--- config.mk ---
export PLATFORM = sky130hd
export DESIGN_NAME = cache_store
export DESIGN_NICKNAME = d
export VERILOG_FILES = /design/src/hdl/mem_bus_pkg.sv /design/src/hdl/cache_pkg.sv /design/src/hdl/cache_store.sv
export VERILOG_INCLUDE_DIRS = /design/src /design/src/hdl
export SDC_FILE = /design/constraint.sdc
export NUM_CORES = 2
export LEC_CHECK = 0
export ABC_AREA = 0
export BUFFER_PORTS_ARGS = -buffer_cell sky130_fd_sc_hd__buf_4
export CAP_MARGIN = 20
export CORE_ASPECT_RATIO = 0.75
export CORE_UTILIZATION = 57
export DETAILED_ROUTE_END_ITERATION = 10
export PLACE_DENSITY = 0.78
export SETUP_SLACK_MARGIN = 0.4
export SYNTH_ARGS = -nofsm -noshare
export SYNTH_HDL_FRONTEND = slang
export SYNTH_SLANG_ARGS = --single-unit
--- constraint.sdc ---
create_clock -name clk -period 2.85 [get_ports clk]
set_clock_uncertainty 0.2 [all_clocks]
set_input_delay 0.57 -clock clk [delete_from_list [all_inputs] [get_ports clk]]
set_output_delay 0.57 -clock clk [all_outputs]
set_load 0.005 [all_outputs]
--- src/hdl/ext_mem_defs.svh ---
`ifndef EXT_MEM_DEFS_SVH
`define EXT_MEM_DEFS_SVH

// Byte address width of both front ends and the memory port
`define EXT_MEM_ADDR_W 16

// One bus word
`define EXT_MEM_DATA_W 32

// Cache geometry, direct mapped
`define EXT_MEM_LINE_WORDS 4
`define EXT_MEM_LINES 16

// Hit and miss counter width
`define EXT_MEM_CNT_W 16

`endif

--- src/hdl/mem_bus_pkg.sv ---
`include "ext_mem_defs.svh"

package mem_bus_pkg;

   typedef logic [`EXT_MEM_ADDR_W-1:0]   addr_t;
   typedef logic [`EXT_MEM_DATA_W-1:0]   data_t;
   typedef logic [`EXT_MEM_DATA_W/8-1:0] strb_t;  // One enable per byte lane

   // Native bus request, held by the master until ready
   typedef struct packed {
      logic  valid;
      addr_t addr;
      data_t wdata;
      strb_t wstrb;  // All zero for a read
   } mem_req_t;

   // Native bus response, ready is a single cycle pulse
   typedef struct packed {
      data_t rdata;
      logic  ready;
   } mem_resp_t;

endpackage

--- src/hdl/cache_pkg.sv ---
`include "ext_mem_defs.svh"

package cache_pkg;

   // Address fields below the tag
   typedef logic [$clog2(`EXT_MEM_LINES)-1:0]      index_t;
   typedef logic [$clog2(`EXT_MEM_LINE_WORDS)-1:0] word_off_t;

   // Whatever is left above index, word offset and byte lane
   typedef logic [`EXT_MEM_ADDR_W - $clog2(`EXT_MEM_LINES)
                  - $clog2(`EXT_MEM_LINE_WORDS)
                  - $clog2(`EXT_MEM_DATA_W/8) - 1:0] tag_t;

   typedef logic [`EXT_MEM_CNT_W-1:0] cnt_t;

   // Controller FSM
   typedef enum logic [2:0] {
      IDLE,
      LOOKUP,  // Tag compare on the registered array read
      REFILL,  // Fetch line word by word
      WRITE,   // Write-through on the back end
      DONE     // Front-end ready
   } cache_state_e;

endpackage

--- src/hdl/cache_store.sv ---
`include "ext_mem_defs.svh"

module cache_store (
   input  logic                                         clk,
   input  logic                                         rst_n,
   // Registered read port
   input  cache_pkg::index_t                            rd_index,
   output cache_pkg::tag_t                              rd_tag,
   output logic                                         rd_valid,
   output mem_bus_pkg::data_t [`EXT_MEM_LINE_WORDS-1:0] rd_line,
   // Whole line fill after a refill
   input  logic                                         fill_en,
   input  cache_pkg::index_t                            fill_index,
   input  cache_pkg::tag_t                              fill_tag,
   input  mem_bus_pkg::data_t [`EXT_MEM_LINE_WORDS-1:0] fill_line,
   // Strobed word write on a write hit
   input  logic                                         wr_en,
   input  cache_pkg::index_t                            wr_index,
   input  cache_pkg::word_off_t                         wr_off,
   input  mem_bus_pkg::data_t                           wr_data,
   input  mem_bus_pkg::strb_t                           wr_strb
);

   localparam int LINES = `EXT_MEM_LINES;
   localparam int LANES = $bits(mem_bus_pkg::strb_t);

   cache_pkg::tag_t                              tag_mem  [LINES];
   mem_bus_pkg::data_t [`EXT_MEM_LINE_WORDS-1:0] data_mem [LINES];
   logic [LINES-1:0]                             valid_q;

   // Valid bit per line
   always_ff @(posedge clk) begin
      if (!rst_n) begin
         valid_q  <= '0;
         rd_valid <= 1'b0;
      end else begin
         rd_valid <= valid_q[rd_index];
         if (fill_en) begin
            valid_q[fill_index] <= 1'b1;
         end
      end
   end

   always_ff @(posedge clk) begin
      rd_tag  <= tag_mem[rd_index];   // Old contents on a same cycle write
      rd_line <= data_mem[rd_index];

      if (fill_en) begin
         tag_mem[fill_index]  <= fill_tag;
         data_mem[fill_index] <= fill_line;
      end

      // Only enabled byte lanes change
      if (wr_en) begin
         for (int b = 0; b < LANES; b++) begin
            if (wr_strb[b]) begin
               data_mem[wr_index][wr_off][8*b +: 8] <= wr_data[8*b +: 8];
            end
         end
      end
   end

endmodule

==> flow_summary.rst <==
.. list-table::
   :header-rows: 1

   * - Metric
     - Value
   * - Outcome
     - completed
   * - Routability cong.
     - 0.900
   * - Total buffers and inverters traversed by the critical path
     - 1
   * - Die Ht
     - 386 um
   * - Switching share of total power
     - 23.1%
   * - Number of top-level pins
     - 327
   * - Number of H-tree levels
     - 4
   * - Synth Instances
     - 6605
   * - Total number of nets in the final design
     - 7544
   * - Core box area
     - 195000 um^2
   * - TritonCTS buffer count
     - 226
   * - Pre-CTS worst setup slack
     - -0.0906 ns
   * - Area Growth Syn to Fin
     - 17.2%
   * - Final Worst Setup Slack
     - 0.411 ns
   * - Post-detailed-route count of antenna-violating nets
     - 0
   * - Post-Synthesis Net Count
     - 6795
   * - Library cell used as clock root buffer
     - clkbuf_16
   * - Clock network fraction of design power
     - 40.5%
   * - Leakage Power
     - 45.1 nW
   * - Total Neg Setup Slack
     - 0 ns
   * - Detailed router's first-iteration violation count
     - 9880
   * - Overflow left after global routing
     - 0
   * - Mean routed wirelength per cell
     - 34.1 um
   * - Setup Buffers After CTS
     - 0
   * - Number of max-cap violations
     - 0
   * - Port Buffer Count
     - 326
   * - Via count of the first global-routing pass
     - 69200
   * - Post-synthesis average cell area
     - 17.0 um^2
   * - Total track usage
     - 34.9%
   * - Area of the mapped netlist
     - 112000 um^2
   * - Stage delay of the slowest cell on the critical path
     - 0.58 ns
   * - Net switching component of the power
     - 17.8 mW
   * - Fin crit period
     - 2.44 ns
   * - RSZ-0062 raised after global routing
     - false
   * - Fraction of synthesized cell area taken by the top area cell type
     - 58.3%
   * - Commonest non-fill, non-tap cell in the layout
     - edfxtp_1
   * - Final worst-path cycle share
     - 85.6%
   * - Maximum clock rate
     - 410 MHz
   * - First-pass GRT wire length
     - 498000 um
   * - Initial core utilization
     - 57.5%
   * - CP max stage cell
     - dfxtp_1
   * - VDD IR max
     - 0.000571 V
   * - Sequential group share of total power
     - 50.3%
   * - Clock insertion delay at the later pin of the skew report
     - 0.90 ns
   * - Startpoint types
     - register
   * - Combinational power share
     - 9.2%
   * - Via count
     - 69900
   * - Post-synthesis sequential area ratio
     - 61.1%
   * - Max_slew headroom
     - 36.4%
   * - Post-route DRC violation count
     - 0
   * - Maximum count of clock buffers along a single path
     - 4
   * - Series of cell instances along the critical path
     - buf_4
   * - Hold Slack
     - 0.0517 ns
   * - Detail-routed via count per cell
     - 6.85
   * - Fraction of layout cells with a size suffix above 1
     - 54.6%
   * - Final count of negative-setup-slack endpoints
     - 0
   * - CP Max Fanout
     - 1
   * - Actual transition at the worst max-transition pin
     - 0.953 ns
   * - FP Rows
     - 140
   * - Required time at the endpoint of the critical path
     - 2.08 ns
   * - Most frequent cells in the layout
     - edfxtp_1, mux2_2, buf_4
   * - Maximum number of pins on one net before global-route repair
     - 65
   * - Number of sinks on the clock net
     - 2329
   * - Kind of cell adding the most delay to the critical path
     - flip-flops
   * - Unique masters post-synth
     - 35
   * - Placed wire-length estimate
     - 222000 um
   * - Initial antenna violation count
     - 34
   * - Number of pins with negative max-slew slack in the final report
     - 0
   * - Critical path capture point type
     - primary output
   * - Post-detailed-routing wire length
     - 348000 um
   * - First drt pass iteration count
     - 5
   * - Die ar.
     - 198000 um^2
   * - Data arrival time of the critical path
     - 1.67 ns
   * - Internal power
     - 59.3 mW
   * - Clock slew seen by the registers of the worst setup and hold paths
     - 0.06 ns
   * - Top cell type by total area after synthesis
     - edfxtp_1
   * - Horizontal extent of the die
     - 514 um
   * - Syn. warnings
     - 0
   * - Register bit total from synthesis
     - 2329
   * - Number of failing hold endpoints at the final stage
     - 0
   * - Count of fill cells added during filler insertion
     - 12700
   * - TritonCTS clock tree
     - built
   * - Top cells by area in the synthesized netlist
     - edfxtp_1, mux2_2, mux4_2, dfxtp_1, clkbuf_1
   * - Hold Path Class
     - in -> reg
   * - Category of the most critical setup path
     - reg -> out
   * - P per Cell Area
     - 588 nW/um^2
==> what timing repair did <==
item	CTS	global route
resized for setup	1	0
hold endpoints to repair	1908	0
endpoints found under the setup margin	1	0
hold buffers	135	0
==> layer usage <==
layer | GRT usage, % | share of wire, %
met1 | 47.8 | 36
met2 | 52.9 | 46
met3 | 9.25 | 13
met4 | 15.2 | 4.7
met5 | 0 | 0.079
==> layout make-up <==
cell class / count / area, um^2 / share of cell area, %
flip-flops and latches: 2329 / 68400 / 52.1
multi-input cells: 3641 / 41400 / 31.5
repair buffers: 1139 / 10500 / 7.99
clock buffers: 288 / 6160 / 4.69
well taps: 2627 / 3290 / 2.50
clock inverters: 130 / 1420 / 1.08
diodes: 30 / 75.1 / 0.0572
inverters: 17 / 63.8 / 0.0486
==> Yosys cell counts <==
cell type	number
a2111oi_0	1
a21oi_1	19
a221o_1	21
a22o_1	21
a22oi_1	170
a31oi_1	1
a41o_1	1
and2_1	2
buf_1	71
buf_2	86
clkbuf_1	461
dfxtp_1	153
edfxtp_1	2176
inv_1	17
mux2_2	2050
mux2i_1	20
mux4_2	546
nand2_1	408
nand2b_1	14
nand3_1	20
nand4_1	5
nand4_2	1
nor2_1	44
nor2_2	98
nor2b_1	13
nor3_1	6
nor3_2	4
nor4_1	1
nor4_4	2
nor4b_1	1
o21a_1	16
o21ai_0	104
o22ai_1	42
or2_2	7
or3_1	3
==> stage by stage <==
step	total power [mW]	cells	area, um^2	util, %
floorplan	43.2	6605	112000	-
global placement	46.0	9618	122000	62.8
detailed placement	46.2	9618	122000	62.8
CTS	77.1	10200	131000	67.4
global route	78.8	10200	131000	67.4
finish	77.2	10200	131000	67.5
==> final timing paths <==
kind	from	to	slack, ns	depth (start not counted)
min	fill_line[93]	data_mem[10][93]$_DFFE_PP_	0.05	2
max reg2reg	data_mem[12][52]$_DFFE_PP_	rd_line[52]$_DFF_P_	0.91	3
max	rd_line[100]$_DFF_P_	rd_line[100]	0.41	1
min reg2reg	valid_q[7]$_SDFFE_PN0P_	valid_q[7]$_SDFFE_PN0P_	0.26	1
==> registers in the layout, summed over array words and instances (netlist names) <==
| name | cells |
|---|---|
| data_mem | 2048 |
| rd_line | 128 |
| rd_tag | 8 |
| rd_valid | 1 |
| tag_mem | 128 |
| valid_q | 16 |
==> power by group through the flow <==
stage	Sequential (mW)	Clock, mW	Combinational [mW]
final	38.8	31.3	7.10
after global routing	38.8	32.6	7.36
after CTS	38.8	31.3	6.96
after detailed placement	39.5	0	6.74
after global placement	39.5	0	6.56
after floorplan	39.3	0	3.87
==> cells by family after synthesis <==
family	Yosys count	synth area share (%)
and+or+nand+nor	629	2.52
muxes	2616	31.8
AOI/OAI and AO/OA	396	2.41
buffers and inverters	635	2.22
DFF	2329	61.1
No activity file was read; power rests on OpenSTA's default activity.
