`src/hdl/ext_mem_defs.svh`:
```
`ifndef EXT_MEM_DEFS_SVH
`define EXT_MEM_DEFS_SVH

// Byte address width of both front ends and the memory port
`define EXT_MEM_ADDR_W 16

// One bus word
`define EXT_MEM_DATA_W 32

// Cache geometry, direct mapped
`define EXT_MEM_LINE_WORDS 4
`define EXT_MEM_LINES 16

// Hit and miss counter width
`define EXT_MEM_CNT_W 16

`endif

```
`src/hdl/mem_bus_pkg.sv`:
```
`include "ext_mem_defs.svh"

package mem_bus_pkg;

   typedef logic [`EXT_MEM_ADDR_W-1:0]   addr_t;
   typedef logic [`EXT_MEM_DATA_W-1:0]   data_t;
   typedef logic [`EXT_MEM_DATA_W/8-1:0] strb_t;  // One enable per byte lane

   // Native bus request, held by the master until ready
   typedef struct packed {
      logic  valid;
      addr_t addr;
      data_t wdata;
      strb_t wstrb;  // All zero for a read
   } mem_req_t;

   // Native bus response, ready is a single cycle pulse
   typedef struct packed {
      data_t rdata;
      logic  ready;
   } mem_resp_t;

endpackage

```
`src/hdl/cache_pkg.sv`:
```
`include "ext_mem_defs.svh"

package cache_pkg;

   // Address fields below the tag
   typedef logic [$clog2(`EXT_MEM_LINES)-1:0]      index_t;
   typedef logic [$clog2(`EXT_MEM_LINE_WORDS)-1:0] word_off_t;

   // Whatever is left above index, word offset and byte lane
   typedef logic [`EXT_MEM_ADDR_W - $clog2(`EXT_MEM_LINES)
                  - $clog2(`EXT_MEM_LINE_WORDS)
                  - $clog2(`EXT_MEM_DATA_W/8) - 1:0] tag_t;

   typedef logic [`EXT_MEM_CNT_W-1:0] cnt_t;

   // Controller FSM
   typedef enum logic [2:0] {
      IDLE,
      LOOKUP,  // Tag compare on the registered array read
      REFILL,  // Fetch line word by word
      WRITE,   // Write-through on the back end
      DONE     // Front-end ready
   } cache_state_e;

endpackage

```
`src/hdl/cache_ctrl.sv`:
```
`include "ext_mem_defs.svh"

module cache_ctrl (
   input  logic                                         clk,
   input  logic                                         rst_n,
   // Front end
   input  mem_bus_pkg::mem_req_t                        fe_req,
   output mem_bus_pkg::mem_resp_t                       fe_resp,
   // Back end, one word per transfer
   output mem_bus_pkg::mem_req_t                        be_req,
   input  mem_bus_pkg::mem_resp_t                       be_resp,
   // Store side
   output cache_pkg::index_t                            rd_index,
   input  cache_pkg::tag_t                              rd_tag,
   input  logic                                         rd_valid,
   input  mem_bus_pkg::data_t [`EXT_MEM_LINE_WORDS-1:0] rd_line,
   output logic                                         fill_en,
   output cache_pkg::index_t                            fill_index,
   output cache_pkg::tag_t                              fill_tag,
   output mem_bus_pkg::data_t [`EXT_MEM_LINE_WORDS-1:0] fill_line,
   output logic                                         wr_en,
   output cache_pkg::index_t                            wr_index,
   output cache_pkg::word_off_t                         wr_off,
   output mem_bus_pkg::data_t                           wr_data,
   output mem_bus_pkg::strb_t                           wr_strb,
   // Statistics
   output cache_pkg::cnt_t                              hit_cnt,
   output cache_pkg::cnt_t                              miss_cnt
);

   localparam int OFF_LSB = $clog2(`EXT_MEM_DATA_W / 8);
   localparam int IDX_LSB = OFF_LSB + $bits(cache_pkg::word_off_t);
   localparam int TAG_LSB = IDX_LSB + $bits(cache_pkg::index_t);
   localparam cache_pkg::word_off_t LAST_OFF =
      cache_pkg::word_off_t'(`EXT_MEM_LINE_WORDS - 1);

   cache_pkg::cache_state_e                      state_q;
   cache_pkg::cache_state_e                      state_d;
   mem_bus_pkg::mem_req_t                        req_q;     // Latched front-end request
   cache_pkg::word_off_t                         off_q;     // Refill word counter
   mem_bus_pkg::data_t [`EXT_MEM_LINE_WORDS-1:0] line_q;    // Words gathered so far
   mem_bus_pkg::data_t [`EXT_MEM_LINE_WORDS-1:0] line_nxt;
   mem_bus_pkg::data_t                           rdata_q;
   logic                                         wr_hit_q;  // Write found its line
   cache_pkg::tag_t                              req_tag;
   cache_pkg::index_t                            req_index;
   cache_pkg::word_off_t                         req_off;
   logic                                         req_write;
   logic                                         hit;

   assign req_tag   = req_q.addr[TAG_LSB +: $bits(cache_pkg::tag_t)];
   assign req_index = req_q.addr[IDX_LSB +: $bits(cache_pkg::index_t)];
   assign req_off   = req_q.addr[OFF_LSB +: $bits(cache_pkg::word_off_t)];
   assign req_write = |req_q.wstrb;

   // Start the array read as soon as the request shows up
   assign rd_index = (state_q == cache_pkg::IDLE) ?
                     fe_req.addr[IDX_LSB +: $bits(cache_pkg::index_t)] : req_index;

   assign hit = rd_valid && (rd_tag == req_tag);

   // Current refill word dropped into place
   always_comb begin
      line_nxt          = line_q;
      line_nxt[off_q]   = be_resp.rdata;
   end

   always_comb begin
      state_d = state_q;
      case (state_q)
         cache_pkg::IDLE: begin
            if (fe_req.valid) state_d = cache_pkg::LOOKUP;
         end
         cache_pkg::LOOKUP: begin
            if (req_write)  state_d = cache_pkg::WRITE;
            else if (hit)   state_d = cache_pkg::DONE;
            else            state_d = cache_pkg::REFILL;
         end
         cache_pkg::REFILL: begin
            if (be_resp.ready && off_q == LAST_OFF) state_d = cache_pkg::DONE;
         end
         cache_pkg::WRITE: begin
            if (be_resp.ready) state_d = cache_pkg::DONE;
         end
         default: state_d = cache_pkg::IDLE;  // DONE lasts one cycle
      endcase
   end

   always_ff @(posedge clk) begin
      if (!rst_n) begin
         state_q  <= cache_pkg::IDLE;
         off_q    <= '0;
         wr_hit_q <= 1'b0;
         hit_cnt  <= '0;
         miss_cnt <= '0;
      end else begin
         state_q <= state_d;
         if (state_q == cache_pkg::LOOKUP) begin
            wr_hit_q <= hit;
            off_q    <= '0;
            // Writes count as neither
            if (!req_write && hit)  hit_cnt  <= hit_cnt + 1'b1;
            if (!req_write && !hit) miss_cnt <= miss_cnt + 1'b1;
         end
         if (state_q == cache_pkg::REFILL && be_resp.ready) begin
            off_q <= off_q + 1'b1;
         end
      end
   end

   always_ff @(posedge clk) begin
      if (state_q == cache_pkg::IDLE && fe_req.valid) begin
         req_q <= fe_req;
      end
      if (state_q == cache_pkg::LOOKUP) begin
         rdata_q <= rd_line[req_off];   // Hit data
      end
      if (state_q == cache_pkg::REFILL && be_resp.ready) begin
         line_q  <= line_nxt;
         rdata_q <= line_nxt[req_off];  // Complete on the last word
      end
   end

   always_comb begin
      be_req = '0;
      case (state_q)
         cache_pkg::REFILL: begin
            be_req.valid = 1'b1;
            be_req.addr  = {req_tag, req_index, off_q, {OFF_LSB{1'b0}}};
         end
         cache_pkg::WRITE: begin
            be_req.valid = 1'b1;
            be_req.addr  = req_q.addr;
            be_req.wdata = req_q.wdata;
            be_req.wstrb = req_q.wstrb;
         end
         default: ;
      endcase
   end

   // Line goes in with the last refill word
   assign fill_en    = (state_q == cache_pkg::REFILL) && be_resp.ready && (off_q == LAST_OFF);
   assign fill_index = req_index;
   assign fill_tag   = req_tag;
   assign fill_line  = line_nxt;

   // Cached copy follows memory on the write-through ready
   assign wr_en    = (state_q == cache_pkg::WRITE) && be_resp.ready && wr_hit_q;
   assign wr_index = req_index;
   assign wr_off   = req_off;
   assign wr_data  = req_q.wdata;
   assign wr_strb  = req_q.wstrb;

   assign fe_resp.rdata = rdata_q;
   assign fe_resp.ready = (state_q == cache_pkg::DONE);

endmodule

```
`config.mk`:
```
export PLATFORM = sky130hd
export DESIGN_NAME = cache_ctrl
export DESIGN_NICKNAME = d
export VERILOG_FILES = /design/src/hdl/mem_bus_pkg.sv /design/src/hdl/cache_pkg.sv /design/src/hdl/cache_ctrl.sv
export VERILOG_INCLUDE_DIRS = /design/src /design/src/hdl
export SDC_FILE = /design/constraint.sdc
export NUM_CORES = 1
export LEC_CHECK = 0
export BUFFER_PORTS_ARGS = -buffer_cell sky130_fd_sc_hd__buf_2
export CORE_AREA = 2 2 209 211
export DETAILED_ROUTE_END_ITERATION = 8
export DIE_AREA = 0 0 211 213
export GPL_ROUTABILITY_DRIVEN = 0
export SYNTH_ARGS = -nofsm -noshare
export SYNTH_HDL_FRONTEND = slang
export SYNTH_SLANG_ARGS = --single-unit
```
`constraint.sdc`:
```
create_clock -name clk -period 4.2 [get_ports clk]
set_clock_uncertainty 0.05 [all_clocks]
set_input_delay 0.63 -clock clk [delete_from_list [all_inputs] [get_ports clk]]
set_output_delay 0.63 -clock clk [all_outputs]
set_load 0.05 [all_outputs]
```
==> impl_metrics.py <==
metrics = {
    "die": {
        "die-area_um2": 44900,
        "die_y_um": 213,
        "initial_core_util_pct": 30.2,
        "coreArea_um2": 42700,
        "pin_count": 531,
        "rows": 76,
        "die_w_um": 211,
    },
    "clocking": {
        "clock_path_buffers": 3,
        "cts_root_buffer": "clkbuf_16",
        "cts_sinks": 250,
        "clkLatencyLatePin_ns": 0.55,
        "cts_buffers": 29,
        "htreeDepth": 1,
        "cts_tree": "done",
        "post_cts_buffers": 0,
        "clk_pin_slew_ns": 0.06,
        "ctsHoldBuffers": 0,
        "ctsResizeCount": 0,
    },
    "global_routing": {
        "grt-ovfl-total": 0,
        "grt_max_degree": 90,
        "grt_pass1_wl_um": 56200,
        "antenna_found_initial": 5,
        "grt_pass1_vias": 9095,
        "grt_use_total_pct": 16.5,
    },
    "setup_path": {
        "cp_max_fo": 22,
        "crit_arrival_ns": 2.68,
        "crit_type": "flop to output port",
        "cp.required_ns": 3.52,
        "worst_setup_path_end_kind": "output port",
        "startpoint_type": "flop",
    },
    "logic_synthesis": {
        "seq_area_frac_synth_pct": 55.3,
        "synthArstFlopShare_pct": 0,
        "synth_edf_count": 212,
        "synth_area_um2": 12900,
        "synthFlopType": "edfxtp_1",
        "syn_area_per_cell_um2": 15.1,
        "yosysWarnings": 0,
        "syn_nets": 1083,
        "ys_seq_elements": 250,
        "netlist_instances": 852,
        "synthDistinctLibCells": 43,
    },
    "placement": {
        "dp_hpwl_um": 29400,
        "portBuffers": 530,
        "pre_cts_ws_ns": 1.22,
        "dpl.cell_count": 1829,
    },
    "power": {
        "finalPower_mw": 8.13,
        "power_leakage_nw": 6.77,
        "irDropWorstVdd_mv": 0.335,
        "p_per_area_nw_per_um2": 493,
    },
    "sta": {
        "min_period_ns": 3.36,
        "drv_slew": 0,
        "slew_headroom_pct": 34.7,
        "hold_viol": 0,
        "fin_ws_ns": 0.836,
        "period_share_pct": 80.1,
        "finalSetupViolCount": 0,
        "fmax_mhz": 297,
        "fin_tns_setup_ns": 0,
        "tightest_slew_ns": 0.978,
        "rsz0062_at_grt": "no",
    },
    "layout": {
        "nets": 1545,
        "layout.cells.non_filler": 1883,
        "area_growth_pct": 28.1,
        "n_fill_cell": 4132,
        "antenna_cells": 0,
        "drive_gt1_share_pct": 61.6,
        "utilization_pct": 38.6,
    },
    "routing": {
        "drt-pass1-iter-count": 5,
        "drtIter0Drc": 510,
        "routed_wirelength_um": 39600,
        "viasPerCell": 4.91,
        "detail_route.wl_per_cell_um": 21.0,
        "via_count": 9244,
        "drc": 0,
        "antenna_left": 0,
    },
    "worst_hold_path": {
        "hold_class": "input pin to flop",
    },
    "job": {
        "drv_cap": 0,
    },
    "outcome": {
        "status": "finished, final reports clean",
    },
}
-- power breakdown --
| part | internal [mW] | leakage [nW] | total (mW) | switching [mW] |
|---|---|---|---|---|
| sequential | 3.05 | 2.26 | 3.16 | 0.111 |
| clock | 1.33 | 0.421 | 2.33 | 1.00 |
| combinational | 0.761 | 4.08 | 2.64 | 1.88 |
| total | 5.14 | 6.77 | 8.13 | 2.99 |
-- worst paths after layout --
| kind | slack [ns] | endpoint | cells after the start | from |
|---|---|---|---|---|
| setup / recovery | 0.84 | fill_line[103] | 4 | off_q[0] |
| hold / removal | 0.20 | wr_data[22] | 1 | fe_req[26] |
| setup reg to reg | 1.26 | rdata_q[13] | 5 | off_q[0] |
| hold reg to reg | 0.42 | wr_hit_q | 2 | wr_hit_q |
-- layer usage --
layer	part of all wire [%]	wire length [µm]	vias up	GRT usage, %
met5	0.16	65	-	0
met4	3.3	1310	10	5.42
met3	8.4	3320	66	5.18
met2	50	19700	403	28.9
met1	38	15200	4565	19.2
li1	-	-	4200	-
-- cells in the final DEF (no fill, tap or decap), drive strengths merged, types with 5 or more instances in the layout --
master	n
o31ai	8
o21ai	5
mux2	164
ha	6
dfxtp	38
and2	22
clkbuf	38
and4	5
a21oi	18
clkinv	13
nand3	8
and3	46
nand4	13
mux2i	13
nor2	8
mux4	64
xnor2	9
or4	8
edfxtp	212
nand2	31
inv	8
buf	545
nand2b	17
-- Yosys cell counts, drive strengths merged (5+ instances only) --
| cell | number | share of area, % |
|---|---|---|
| o31ai | 8 | 0.47 |
| mux4 | 64 | 11 |
| xnor2 | 9 | 0.61 |
| ha | 6 | 0.58 |
| inv | 7 | 0.20 |
| o21ai | 5 | 0.19 |
| nand2 | 31 | 0.96 |
| and3 | 46 | 2.2 |
| edfxtp | 212 | 49 |
| and4 | 5 | 0.34 |
| nand3 | 8 | 0.31 |
| nand4 | 13 | 0.63 |
| mux2i | 13 | 1.0 |
| dfxtp | 38 | 5.9 |
| mux2 | 164 | 14 |
| nand2b | 17 | 0.83 |
| clkbuf | 27 | 0.79 |
| a21oi | 18 | 0.70 |
| nor2 | 8 | 0.23 |
| or4 | 8 | 0.47 |
| buf | 87 | 5.1 |
| and2 | 22 | 1.1 |
-- registers in the layout (all words and copies together) (netlist names), 2 cells and up --
name and flops:
rdata_q 32, miss_cnt 16, req_q 2, line_q 128, wr_data 32, wr_strb 4, fill_index 4, wr_off 2
fill_tag 8, state_q 3, off_q 2, hit_cnt 16
-- kinds of logic (layout without fill, tap and decap cells) --
group,after synthesis,count (layout),synth area share (%)
AOI/OAI and AO/OA,47,47,2.39
buffers and inverters,121,606,6.07
xor gates and xnor gates,9,9,0.612
DFF,250,250,55.3
adders and majority gates,6,6,0.583
muxes,241,241,26.5
and+or+nand+nor,178,178,8.46
-- stage by stage --
stage / hold WS [ns] / cell area [µm²]
floorplan: 0.378 / 12900
global placement: 0.395 / 15600
detailed placement: 0.403 / 15600
CTS: 0.163 / 16500
global route: 0.169 / 16500
finish: 0.204 / 16500
-- cell type report --
type | instances | area (µm²) | share of cell area (%)
inverter | 7 | 26.3 | 0.159
sequential | 250 | 7130 | 43.2
timing repair buffer | 545 | 2820 | 17.1
tap | 546 | 683 | 4.14
clock buffer | 38 | 759 | 4.60
clock inverter | 16 | 103 | 0.622
multi-input combinational | 481 | 4990 | 30.2
-- worst max-delay path: stages, from the launching register on --
cell     delay, ns
dfxtp_1       0.42
ha_2          0.69
buf_4         0.39
mux2_2        0.40
buf_2         0.23
Note: power is estimated with default switching activity, not from simulation.
