File: src/hdl/ext_mem_defs.svh
`ifndef EXT_MEM_DEFS_SVH
`define EXT_MEM_DEFS_SVH

// Byte address width of both front ends and the memory port
`define EXT_MEM_ADDR_W 16

// One bus word
`define EXT_MEM_DATA_W 32

// Cache geometry, direct mapped
`define EXT_MEM_LINE_WORDS 4
`define EXT_MEM_LINES 16

// Hit and miss counter width
`define EXT_MEM_CNT_W 16

`endif

File: src/hdl/mem_bus_pkg.sv
`include "ext_mem_defs.svh"

package mem_bus_pkg;

   typedef logic [`EXT_MEM_ADDR_W-1:0]   addr_t;
   typedef logic [`EXT_MEM_DATA_W-1:0]   data_t;
   typedef logic [`EXT_MEM_DATA_W/8-1:0] strb_t;  // One enable per byte lane

   // Native bus request, held by the master until ready
   typedef struct packed {
      logic  valid;
      addr_t addr;
      data_t wdata;
      strb_t wstrb;  // All zero for a read
   } mem_req_t;

   // Native bus response, ready is a single cycle pulse
   typedef struct packed {
      data_t rdata;
      logic  ready;
   } mem_resp_t;

endpackage

File: src/hdl/bus_merge.sv
module bus_merge (
   input  logic                         clk,
   input  logic                         rst_n,
   // Masters, 0 is the data cache and 1 the instruction cache
   input  mem_bus_pkg::mem_req_t  [1:0] m_req,
   output mem_bus_pkg::mem_resp_t [1:0] m_resp,
   // Shared slave
   output mem_bus_pkg::mem_req_t        s_req,
   input  mem_bus_pkg::mem_resp_t       s_resp
);

   logic busy_q;   // Transfer started, waiting for ready
   logic grant_q;
   logic grant;

   // Data cache wins a tie when idle
   assign grant = busy_q ? grant_q : !m_req[0].valid;

   assign s_req = m_req[grant];

   always_comb begin
      for (int i = 0; i < 2; i++) begin
         m_resp[i].rdata = s_resp.rdata;
         m_resp[i].ready = s_resp.ready && s_req.valid && (grant == 1'(i));
      end
   end

   // Grant held until the slave's ready has been passed back
   always_ff @(posedge clk) begin
      if (!rst_n) begin
         busy_q  <= 1'b0;
         grant_q <= 1'b0;
      end else if (s_req.valid) begin
         busy_q  <= !s_resp.ready;
         grant_q <= grant;
      end
   end

endmodule

File: config.mk
export PLATFORM = sky130hd
export DESIGN_NAME = bus_merge
export DESIGN_NICKNAME = d
export VERILOG_FILES = /design/src/hdl/mem_bus_pkg.sv /design/src/hdl/bus_merge.sv
export VERILOG_INCLUDE_DIRS = /design/src /design/src/hdl
export SDC_FILE = /design/constraint.sdc
export NUM_CORES = 1
export LEC_CHECK = 0
export BUFFER_PORTS_ARGS = -buffer_cell sky130_fd_sc_hd__buf_2
export CAP_MARGIN = 0
export CORE_AREA = 2 2 101 103
export CTS_CLUSTER_SIZE = 20
export DETAILED_ROUTE_END_ITERATION = 10
export DIE_AREA = 0 0 103 105
export HOLD_SLACK_MARGIN = 0.12
export RECOVER_POWER = 100
export SLEW_MARGIN = 25
export SYNTH_ARGS = -nofsm -noshare
export SYNTH_HDL_FRONTEND = slang
export SYNTH_SLANG_ARGS = --single-unit
File: constraint.sdc
create_clock -name clk -period 1.45 [get_ports clk]
set_input_delay 0 -clock clk [delete_from_list [all_inputs] [get_ports clk]]
set_output_delay 0 -clock clk [all_outputs]
set_load 0.005 [all_outputs]
==> results of run 1 <==
-- state kept, by name, indices dropped and copies added (netlist names) --
register and flops:
grant_q 1, busy_q 1
-- synth_stat cells --
| cell type | count |
|---|---|
| o21ai_4 | 1 |
| o21ai_0 | 1 |
| mux2_2 | 48 |
| nor2_1 | 3 |
| nand3_1 | 1 |
| mux2i_1 | 1 |
| mux2_1 | 4 |
| buf_4 | 66 |
| nand2b_2 | 1 |
| dfxtp_1 | 2 |
| a21oi_1 | 3 |
| nand2_1 | 3 |
| nand2b_1 | 1 |
| inv_1 | 1 |
| buf_6 | 3 |
-- cell families after synthesis --
group                  synth area share
AO/OA/AOI/OAI                    0.0291
buffers and inverters             0.427
flip-flops                       0.0321
multiplexers                      0.477
AND/OR/NAND/NOR                  0.0341
-- metrics by stage --
stage,TNS [ps],worst slack [ps],utilization,instances,instance area [sq um]
2_1_floorplan,0,224,-,139,1250
3_3_place_gp,0,88.2,0.182,370,1760
3_5_place_dp,0,26.9,0.182,370,1760
4_1_cts,-5380,-163,0.261,413,2520
5_1_grt,-6580,-177,0.283,416,2730
6_report,-4490,-123,0.283,416,2730
-- layout make-up --
class / count / share of cell area
Timing Repair Buffer: 210 / 0.596
Multi-Input combinational cell: 67 / 0.310
Tap cell: 133 / 0.0611
Sequential cell: 2 / 0.0161
Clock buffer: 3 / 0.0152
Inverter: 1 / 0.00230
-- routing by layer --
layer / vias to the layer above / share of wire
met5: - / 0
met4: 0 / 0.013
met3: 8 / 0.089
met2: 125 / 0.55
met1: 749 / 0.35
li1: 698 / -
-- worst max-delay path, cell delays in order (launching register included) --
cell and delay (ps):
dfxtp_4 350, nand2b_4 150, o21ai_4 90, buf_12 170, buf_12 130, mux2_2 330, buf_2 130
-- layout by cell type, fill, tap and decap left out, drive strengths merged --
master,instances
inv,1
mux2i,1
nand2,3
nand3,1
nor2,3
a21oi,3
nand2b,2
o21ai,2
dlygate4sd3,34
dfxtp,2
mux2,52
buf,171
clkbuf,8
-- path summary, 6_finish.rpt --
path / slack (ps) / endpoint / from / cells after the start
hold / removal: 140 / grant_q / m_req[105] / 3
hold reg to reg: 630 / busy_q / busy_q / 3
setup reg to reg: 450 / busy_q / grant_q / 4
setup / recovery: -120 / s_req[21] / busy_q / 6
-- power groups by stage --
stage	Clock [W]	Combinational (W)	Sequential (W)
after CTS	0.000221	0.00103	0.0000647
after floorplan	0	0.000456	0.0000650
after detailed placement	0	0.000655	0.0000649
after global routing	0.000231	0.00124	0.0000661
final	0.000214	0.00117	0.0000651
after global placement	0	0.000645	0.0000642
-- timing repair --
action / in CTS / in global routing
setup buffers: 4 / 4
pin swaps: 1 / 1
endpoints found under the setup margin: 52 / 53
endpoints found under the hold margin: 66 / 0
gates cloned: 2 / 2
hold buffers: 34 / 0
resized for setup: 55 / 40
==> metrics.md, run 1 <==
| Metric | Value |
|---|---|
| Post-Route WL | between 6000 and 7000 um |
| Avg WL per Cell | around 16 um |
| Remaining DRCs | 0 |
| Met2 global-route usage | 0.186 |
| Initial antenna violation count | 0 |
| Register area | between 40 and 50 sq um |
| # diodes | 0 |
| Worst-margin pin slew | a little over 200 ps |
| Power share of the sequential group | 0.045 |
| Flops & latches, synth | 2 |
| Fill cell total of the finished layout | 1,020 |
| Pwr Total | about 0.0015 W |
| Clk_lat worst skew | 210 ps |
| Total GRT Usage | 0.0943 |
| Final Setup Violations | 45 |
| Clk buf depth | 2 |
| Max Clock Skew | between 1.5 and 2 ps |
| Starting density of the core | 0.129 |
| RSZ-0062 raised after global routing | true |
| First-pass GRT wire length | approximately 7900 um |
| DR pass1 iterations | 4 |
| GRT met3 Usage | 0.0234 |
| CTS Buf Count | 3 |
| Worst Setup Start Kind | register |
| Comb power frac | 0.808 |
| Pwr/cell area | 533 mW/mm^2 |
| Post-DRT Antenna Nets | 0 |
| Tmin final | ~1600 ps |
| CTS tree | built |
| WHS | 141 ps |
| TritonCTS sink count | 2 |
| PortBufs | around 160 |
| Worst relative slew slack | 0.862 |
| Worst EP required | between 1000 and 1500 ps |
| Sw Share | 0.309 |
| Vias | between 1,500 and 2,000 |
| Die height | approximately 110 um |
| Synth Warn # | 0 |
| CP max FO | 8 |
| Die ar. | between 0.01 and 0.015 sq mm |
| Slew Viols, Final | 0 |
| Post-synthesis cell type count | 15 |
| Failing checks | negative setup slack |
| Worst Hold Class | in -> reg |
| Max H-tree Level | 1 |
| Met1 usage in global routing | 0.0922 |
| Synth Cell Area | approximately 0.0012 sq mm |
| Fin. Hold Viols | 0 |
| Root Driver | clkbuf_8 |
| Worst setup EP type | primary output |
| Period Utilization, post-route | 1.08 |
| Pin count of the biggest net entering global routing | 17 |
| Worst IR Drop VDD | approximately 0.00020 V |
| Top Ports | 260 |
| Status | complete, but fails checks |
| Max_cap viols | 0 |
| Pleak | 1.44 nW |
| Clock transition at the registers of the reported paths | around 30 ps |
| Iter 0 DRT Violations | 56 |
| Synth area leaders | mux2_2, buf_4, mux2_1 |
| Placer Congestion | around 0.68 |
| Via-per-instance ratio | roughly 3.8 |
| Core Region | around 0.0096 sq mm |
| Worst EP arrival | ~1600 ps |
| Avg Inst Size Synth | ~9 sq um |
| Layout cells sized above 1 | 0.816 |
| P_int | ~0.0010 W |
| Vias in the first global route | roughly 1,600 |
| Dpl hpwl | 4200 um |
| Switching Power | ~0.00045 W |
| Syn Inst Count | 139 |
| CP Class | reg -> out |
| Remaining global-route overflow | 0 |
| Area share of the largest cell type after synthesis | 0.433 |
| Cell Rows | 36 |
| Multi-input logic area | approximately 840 sq um |
| Final nets | between 400 and 500 |
| Sequential share of the synthesized area | 0.0321 |
| Clock Power Share | 0.147 |
| F_max | between 0.6 and 0.7 GHz |
| Die Wd | between 100 and 150 um |
| Final worst setup slack | -123 ps |
| Post-Syn Nets | 280 |
| Global routing's busiest layer | met2 |
| Post-synth top area cell | mux2_2 |
| Synthesis-to-finish area growth | 118% |
(Power assumes the default switching activity.)
==> inputs of run 2 (changes only) <==
Settings changed: ABC_AREA set to 1, CORE_AREA 2 2 101 103 to 2 2 100 102, DIE_AREA 0 0 103 105 to 0 0 102 104, HOLD_SLACK_MARGIN 0.12 to unset, SKIP_CTS_REPAIR_TIMING set to 1.
==> metrics.md, run 2 <==
| Metric | Value |
|---|---|
| Tmin final | approximately 1300 ps |
| Total GRT Usage | 0.0736 |
| Dpl hpwl | roughly 3500 um |
| Post-Syn Nets | around 390 |
| Top cells by count, synth | nand2_1, buf_4, buf_2, buf_6 |
| Max H-tree Level | 1 |
| Iter 0 DRT Violations | 40 |
| Clk buf depth | 2 |
| Synth Cell Area | 0.00128 sq mm |
| Worst Setup SP | busy_q |
| Worst-margin pin slew | ~230 ps |
| Switching Power | between 0.0003 and 0.0004 W |
| Via-per-instance ratio | between 3 and 4 |
| Synth area leaders | nand2_1, buf_4, buf_6 |
| Syn Inst Count | 250 |
| Vias in the first global route | around 1,500 |
| Die height | about 100 um |
| Final Setup Violations | 0 |
| TritonCTS sink count | 2 |
| Die Wd | around 100 um |
| Setup WS pre-CTS | between 200 and 300 ps |
| Avg Inst Size Synth | between 5 and 6 sq um |
| Pleak | around 1.2 nW |
| Worst r2r src | busy_q |
| Post-Route WL | ~4400 um |
| Placer Congestion | between 0.7 and 0.8 |
| F_max | approximately 0.77 GHz |
| Max_cap viols | 0 |
| Top Ports | 260 |
| Comb power frac | 0.706 |
| Vias | between 1,500 and 2,000 |
| Sw Share | 0.414 |
| CTS Buf Count | 3 |
| Area after DPL | 0.00175 sq mm |
| RSZ-0062 raised after global routing | false |
| Starting density of the core | 0.134 |
| Fill cell total of the finished layout | about 1,100 |
| PortBufs | approximately 160 |
| Clk_lat worst skew | between 200 and 250 ps |
| Synthesis-to-finish area growth | 39.0% |
| Die ar. | 0.0106 sq mm |
| Post-route cell area | 0.00178 sq mm |
| Area share of the largest cell type after synthesis | 0.470 |
| Worst Hold Class | in -> out |
| WHS | about 0.0025 ps |
| Synth Warn # | 0 |
| Most common cell in the netlist | nand2_1 |
| Final worst setup slack | 144 ps |
| Initial antenna violation count | 0 |
| Worst relative slew slack | 0.849 |
| Worst EP required | around 1500 ps |
| Most common cell after layout, fill and taps aside | nand2_1 |
| Worst setup EP type | primary output |
| Worst IR Drop VDD | a little under 0.0004 V |
| Remaining DRCs | 0 |
| Sequential share of the synthesized area | 0.0313 |
| Setup TNS | 0 ps |
| Power share of the sequential group | 0.065 |
| Register area | ~40 sq um |
| P_int | 0.000562 W |
| Pin count of the biggest net entering global routing | 54 |
| Max Clock Skew | slightly below 0.8 ps |
| Biggest regs | busy_q: 1 flops, grant_q: 1 flops |
| Period Utilization, post-route | 0.901 |
| Commonest cells after routing, fill and taps aside | nand2_1, buf_2, clkbuf_1 |
| CP Class | reg -> out |
| Pwr/cell area | 540 mW/mm^2 |
| Post-synth top area cell | nand2_1 |
| Cell Rows | 36 |
| Post-DRT Antenna Nets | 0 |
| Final nets | just under 500 |
| # diodes | 0 |
| Clock Power Share | 0.229 |
| Hold path start | s_resp[25] |
| Worst EP arrival | 1310 ps |
| Fin. Hold Viols | 0 |
| Post-synth EDFFs | 0 |
| Remaining global-route overflow | 0 |
| Layout cells sized above 1 | 0.439 |
| Layout Utilization | 0.186 |
| Flops & latches, synth | 2 |
| CP max FO | 26 |
| Worst Setup Start Kind | register |
| Post-synthesis cell type count | 14 |
| Most used flip-flop cell after synthesis | dfxtp_1 |
| Root Driver | clkbuf_8 |
| Core Region | approximately 0.0095 sq mm |
| Status | completed |
| Multi-input logic area | approximately 660 sq um |
| Avg WL per Cell | 9.25 um |
| Clock transition at the registers of the reported paths | 30 ps |
| DR pass1 iterations | 4 |
| First-pass GRT wire length | between 6000 and 7000 um |
| Ys async rst share | 0 |
| Slew Viols, Final | 0 |
| CTS tree | built |
-- run 2: cell count changes in the layout (fill, tap and decap cells not counted), sizes merged, moves of 2 or more --
cell and change:
clkbuf +17, dlygate4sd3 -33, a21oi -2, nand2 +159, nand2b -2, inv +3, buf -27, mux2 -52
-- run 2: cell type report --
| class | instances | area share |
|---|---|---|
| Sequential cell | 2 | 0.0226 |
| Multi-Input combinational cell | 170 | 0.371 |
| Clock buffer | 3 | 0.0233 |
| Tap cell | 133 | 0.0937 |
| Timing Repair Buffer | 167 | 0.480 |
| Inverter | 4 | 0.00987 |
-- run 2: through the flow --
step / std cells / power [W]
after floorplan: 250 / 0.000543
after global placement: 475 / 0.000759
after detailed placement: 475 / 0.000759
after CTS: 478 / 0.000989
after global routing: 479 / 0.00107
final: 479 / 0.000959
-- run 2: final timing paths --
kind | end | slack (ps) | cells after the start
hold / removal | m_resp[25] | 0.003 | 0
setup / recovery | s_req[36] | 140 | 8
hold reg to reg | grant_q | 490 | 2
setup reg to reg | busy_q | 580 | 5
-- run 2: cell families after synthesis --
group | count (synthesis) | synth area share
simple gates | 165 | 0.494
flops | 2 | 0.0313
buf+inv | 78 | 0.453
compound gates | 5 | 0.0215
-- run 2: per-layer routing --
metal | vias up | GRT usage | routed length, um
met3 | 26 | 0.0121 | 414
met1 | 618 | 0.0746 | 1650
met2 | 102 | 0.137 | 2160
met4 | 0 | 0.0438 | 206
met5 | - | 0 | 0
li1 | 872 | - | -
-- run 2: power groups by stage --
| stage | Clock [W] | Sequential [W] | Combinational (W) |
|---|---|---|---|
| global placement | 0 | 0.0000629 | 0.000696 |
| detailed placement | 0 | 0.0000630 | 0.000696 |
| floorplan | 0 | 0.0000626 | 0.000481 |
| CTS | 0.000228 | 0.0000623 | 0.000699 |
| finish | 0.000219 | 0.0000624 | 0.000678 |
| global route | 0.000233 | 0.0000634 | 0.000773 |
-- run 2: critical path, stage by stage, from the launching register on --
cell and delay, ps:
dfxtp_1 330, inv_1 80, nand2_2 80, nand2_4 70, inv_4 70, buf_6 200, nand2_1 100, nand2_1 60
buf_2 100
==> inputs of run 3 (changes only) <==
--- a/constraint.sdc
+++ b/constraint.sdc
@@ -3,2 +3,2 @@
 set_output_delay 0 -clock clk [all_outputs]
-set_load 0.005 [all_outputs]
+set_load 0.05 [all_outputs]
==> metrics.md, run 3 (synthesis gave the netlist of run 2 again) <==
| Metric | Value |
|---|---|
| Synthesis-to-finish area growth | 64.3% |
| Placer Congestion | between 0.7 and 0.8 |
| Worst-margin pin slew | around 250 ps |
| Die Wd | slightly above 100 um |
| Pleak | around 1.3 nW |
| Core Region | about 0.0095 sq mm |
| Max_cap viols | 0 |
| Pwr/cell area | 903 mW/mm^2 |
| PortBufs | around 160 |
| Final Setup Violations | 0 |
| Avg WL per Cell | ~11 um |
| Pin count of the biggest net entering global routing | 34 |
| Most common cell after layout, fill and taps aside | nand2_1 |
| Period Utilization, post-route | 0.941 |
| Via-per-instance ratio | 3.62 |
| # diodes | 0 |
| Clk_lat worst skew | roughly 210 ps |
| Worst Hold Class | in -> reg |
| Fin. Hold Viols | 1 |
| Final nets | 493 |
| Top Ports | 260 |
| Layout cells sized above 1 | 0.514 |
| Remaining global-route overflow | 0 |
| Status | complete, but fails checks |
| Post-DRT Antenna Nets | 0 |
| RSZ-0062 raised after global routing | false |
| DR pass1 iterations | 6 |
| Worst setup EP type | primary output |
| Failing checks | negative hold slack |
| F_max | 0.733 GHz |
| Clk buf depth | 2 |
| Commonest cells after routing, fill and taps aside | nand2_1, buf_2, buf_4 |
| Die ar. | between 0.01 and 0.015 sq mm |
| Vias | 1,748 |
| Final worst setup slack | 85.6 ps |
| Remaining DRCs | 0 |
| Slew Viols, Final | 0 |
| Max Clock Skew | approximately 0.95 ps |
| Worst Setup Start Kind | register |
| Vias in the first global route | approximately 1,600 |
| Dpl hpwl | ~3700 um |
| Root Driver | clkbuf_8 |
| Iter 0 DRT Violations | 54 |
| TritonCTS sink count | 2 |
| Cell Rows | 36 |
| Initial antenna violation count | 0 |
| Worst EP required | ~1500 ps |
| CTS Buf Count | 3 |
| CP max FO | 8 |
| Die height | 104 um |
| First-pass GRT wire length | between 6000 and 7000 um |
| P_int | ~0.0008 W |
| Clock transition at the registers of the reported paths | 30 ps |
| Total GRT Usage | 0.0720 |
| Switching Power | ~0.0011 W |
| Area after DPL | around 0.0018 sq mm |
| Comb power frac | 0.852 |
| Sw Share | 0.585 |
| Power share of the sequential group | 0.033 |
| Post-route cell area | 0.00210 sq mm |
| Tmin final | approximately 1400 ps |
| Setup WS pre-CTS | just over 200 ps |
| Starting density of the core | 0.134 |
| Max H-tree Level | 1 |
| WHS | -9.43 ps |
| Post-Route WL | a little over 5000 um |
| CTS tree | built |
| Worst EP arrival | roughly 1400 ps |
| Worst relative slew slack | 0.835 |
| Clock Power Share | 0.115 |
| CP Class | reg -> out |
| Biggest regs | busy_q: 1 flops, grant_q: 1 flops |
| Worst IR Drop VDD | 0.000497 V |
## run 3: changes by cell type in the layout (fill, tap and decap cells not counted), sizes merged
cell | before | now
buf | 144 | 166
clkbuf | 25 | 8
clkinv | 0 | 1
dlygate4sd3 | 1 | 0
inv | 4 | 3
## run 3: worst paths after layout
| check | startpoint | endpoint | slack, ps | cells after the start |
|---|---|---|---|---|
| worst max-delay path | busy_q | s_req[47] | 90 | 8 |
| worst min-delay path | s_resp[0] | busy_q | -9 | 2 |
| worst max register to register | busy_q | busy_q | 550 | 5 |
| worst min register to register | grant_q | grant_q | 480 | 2 |
## run 3: per-layer routing
layer | share of wire | up-vias | wire length [um] | track usage
met2 | 0.50 | 127 | 2580 | 0.138
met4 | 0.047 | 0 | 242 | 0.0552
met5 | 0 | - | 0 | 0
met1 | 0.34 | 699 | 1750 | 0.0612
li1 | - | 882 | - | -
met3 | 0.11 | 40 | 569 | 0.0168
## run 3: per-stage QoR
stage	hold slack, ps	setup TNS [ps]	cells	total power, W	utilization
after global routing	0.184	0	483	0.00201	0.220
final	-9.43	0	483	0.00189	0.220
after floorplan	93.5	-191	250	0.00154	-
after CTS	-12.0	-29.1	479	0.00167	0.190
after global placement	0.497	0	476	0.00144	0.185
after detailed placement	0.497	0	476	0.00144	0.185
## run 3: power groups by stage
stage,combinational [W],sequential [W],clock (W)
final,0.00161,0.0000631,0.000218
after global routing,0.00171,0.0000642,0.000235
after CTS,0.00138,0.0000623,0.000228
after detailed placement,0.00138,0.0000630,0
after global placement,0.00138,0.0000630,0
after floorplan,0.00147,0.0000626,0
## run 3: layout make-up
class / instances / area (sq um)
clock buffers: 3 / 41.3
fillers: 1132 / 7450
inverters: 4 / 27.5
multi-input cells: 170 / 663
flip-flops and latches: 2 / 40.0
well taps: 133 / 166
repair buffers: 171 / 1160
## run 3: worst max-delay path, cell delays in order (launching register included)
cell and delay (ps):
dfxtp_1 320, inv_2 70, nand2_2 60, nand2_4 130
clkinv_8 100, clkbuf_16 170, nand2_1 70, nand2_1 70
buf_6 160
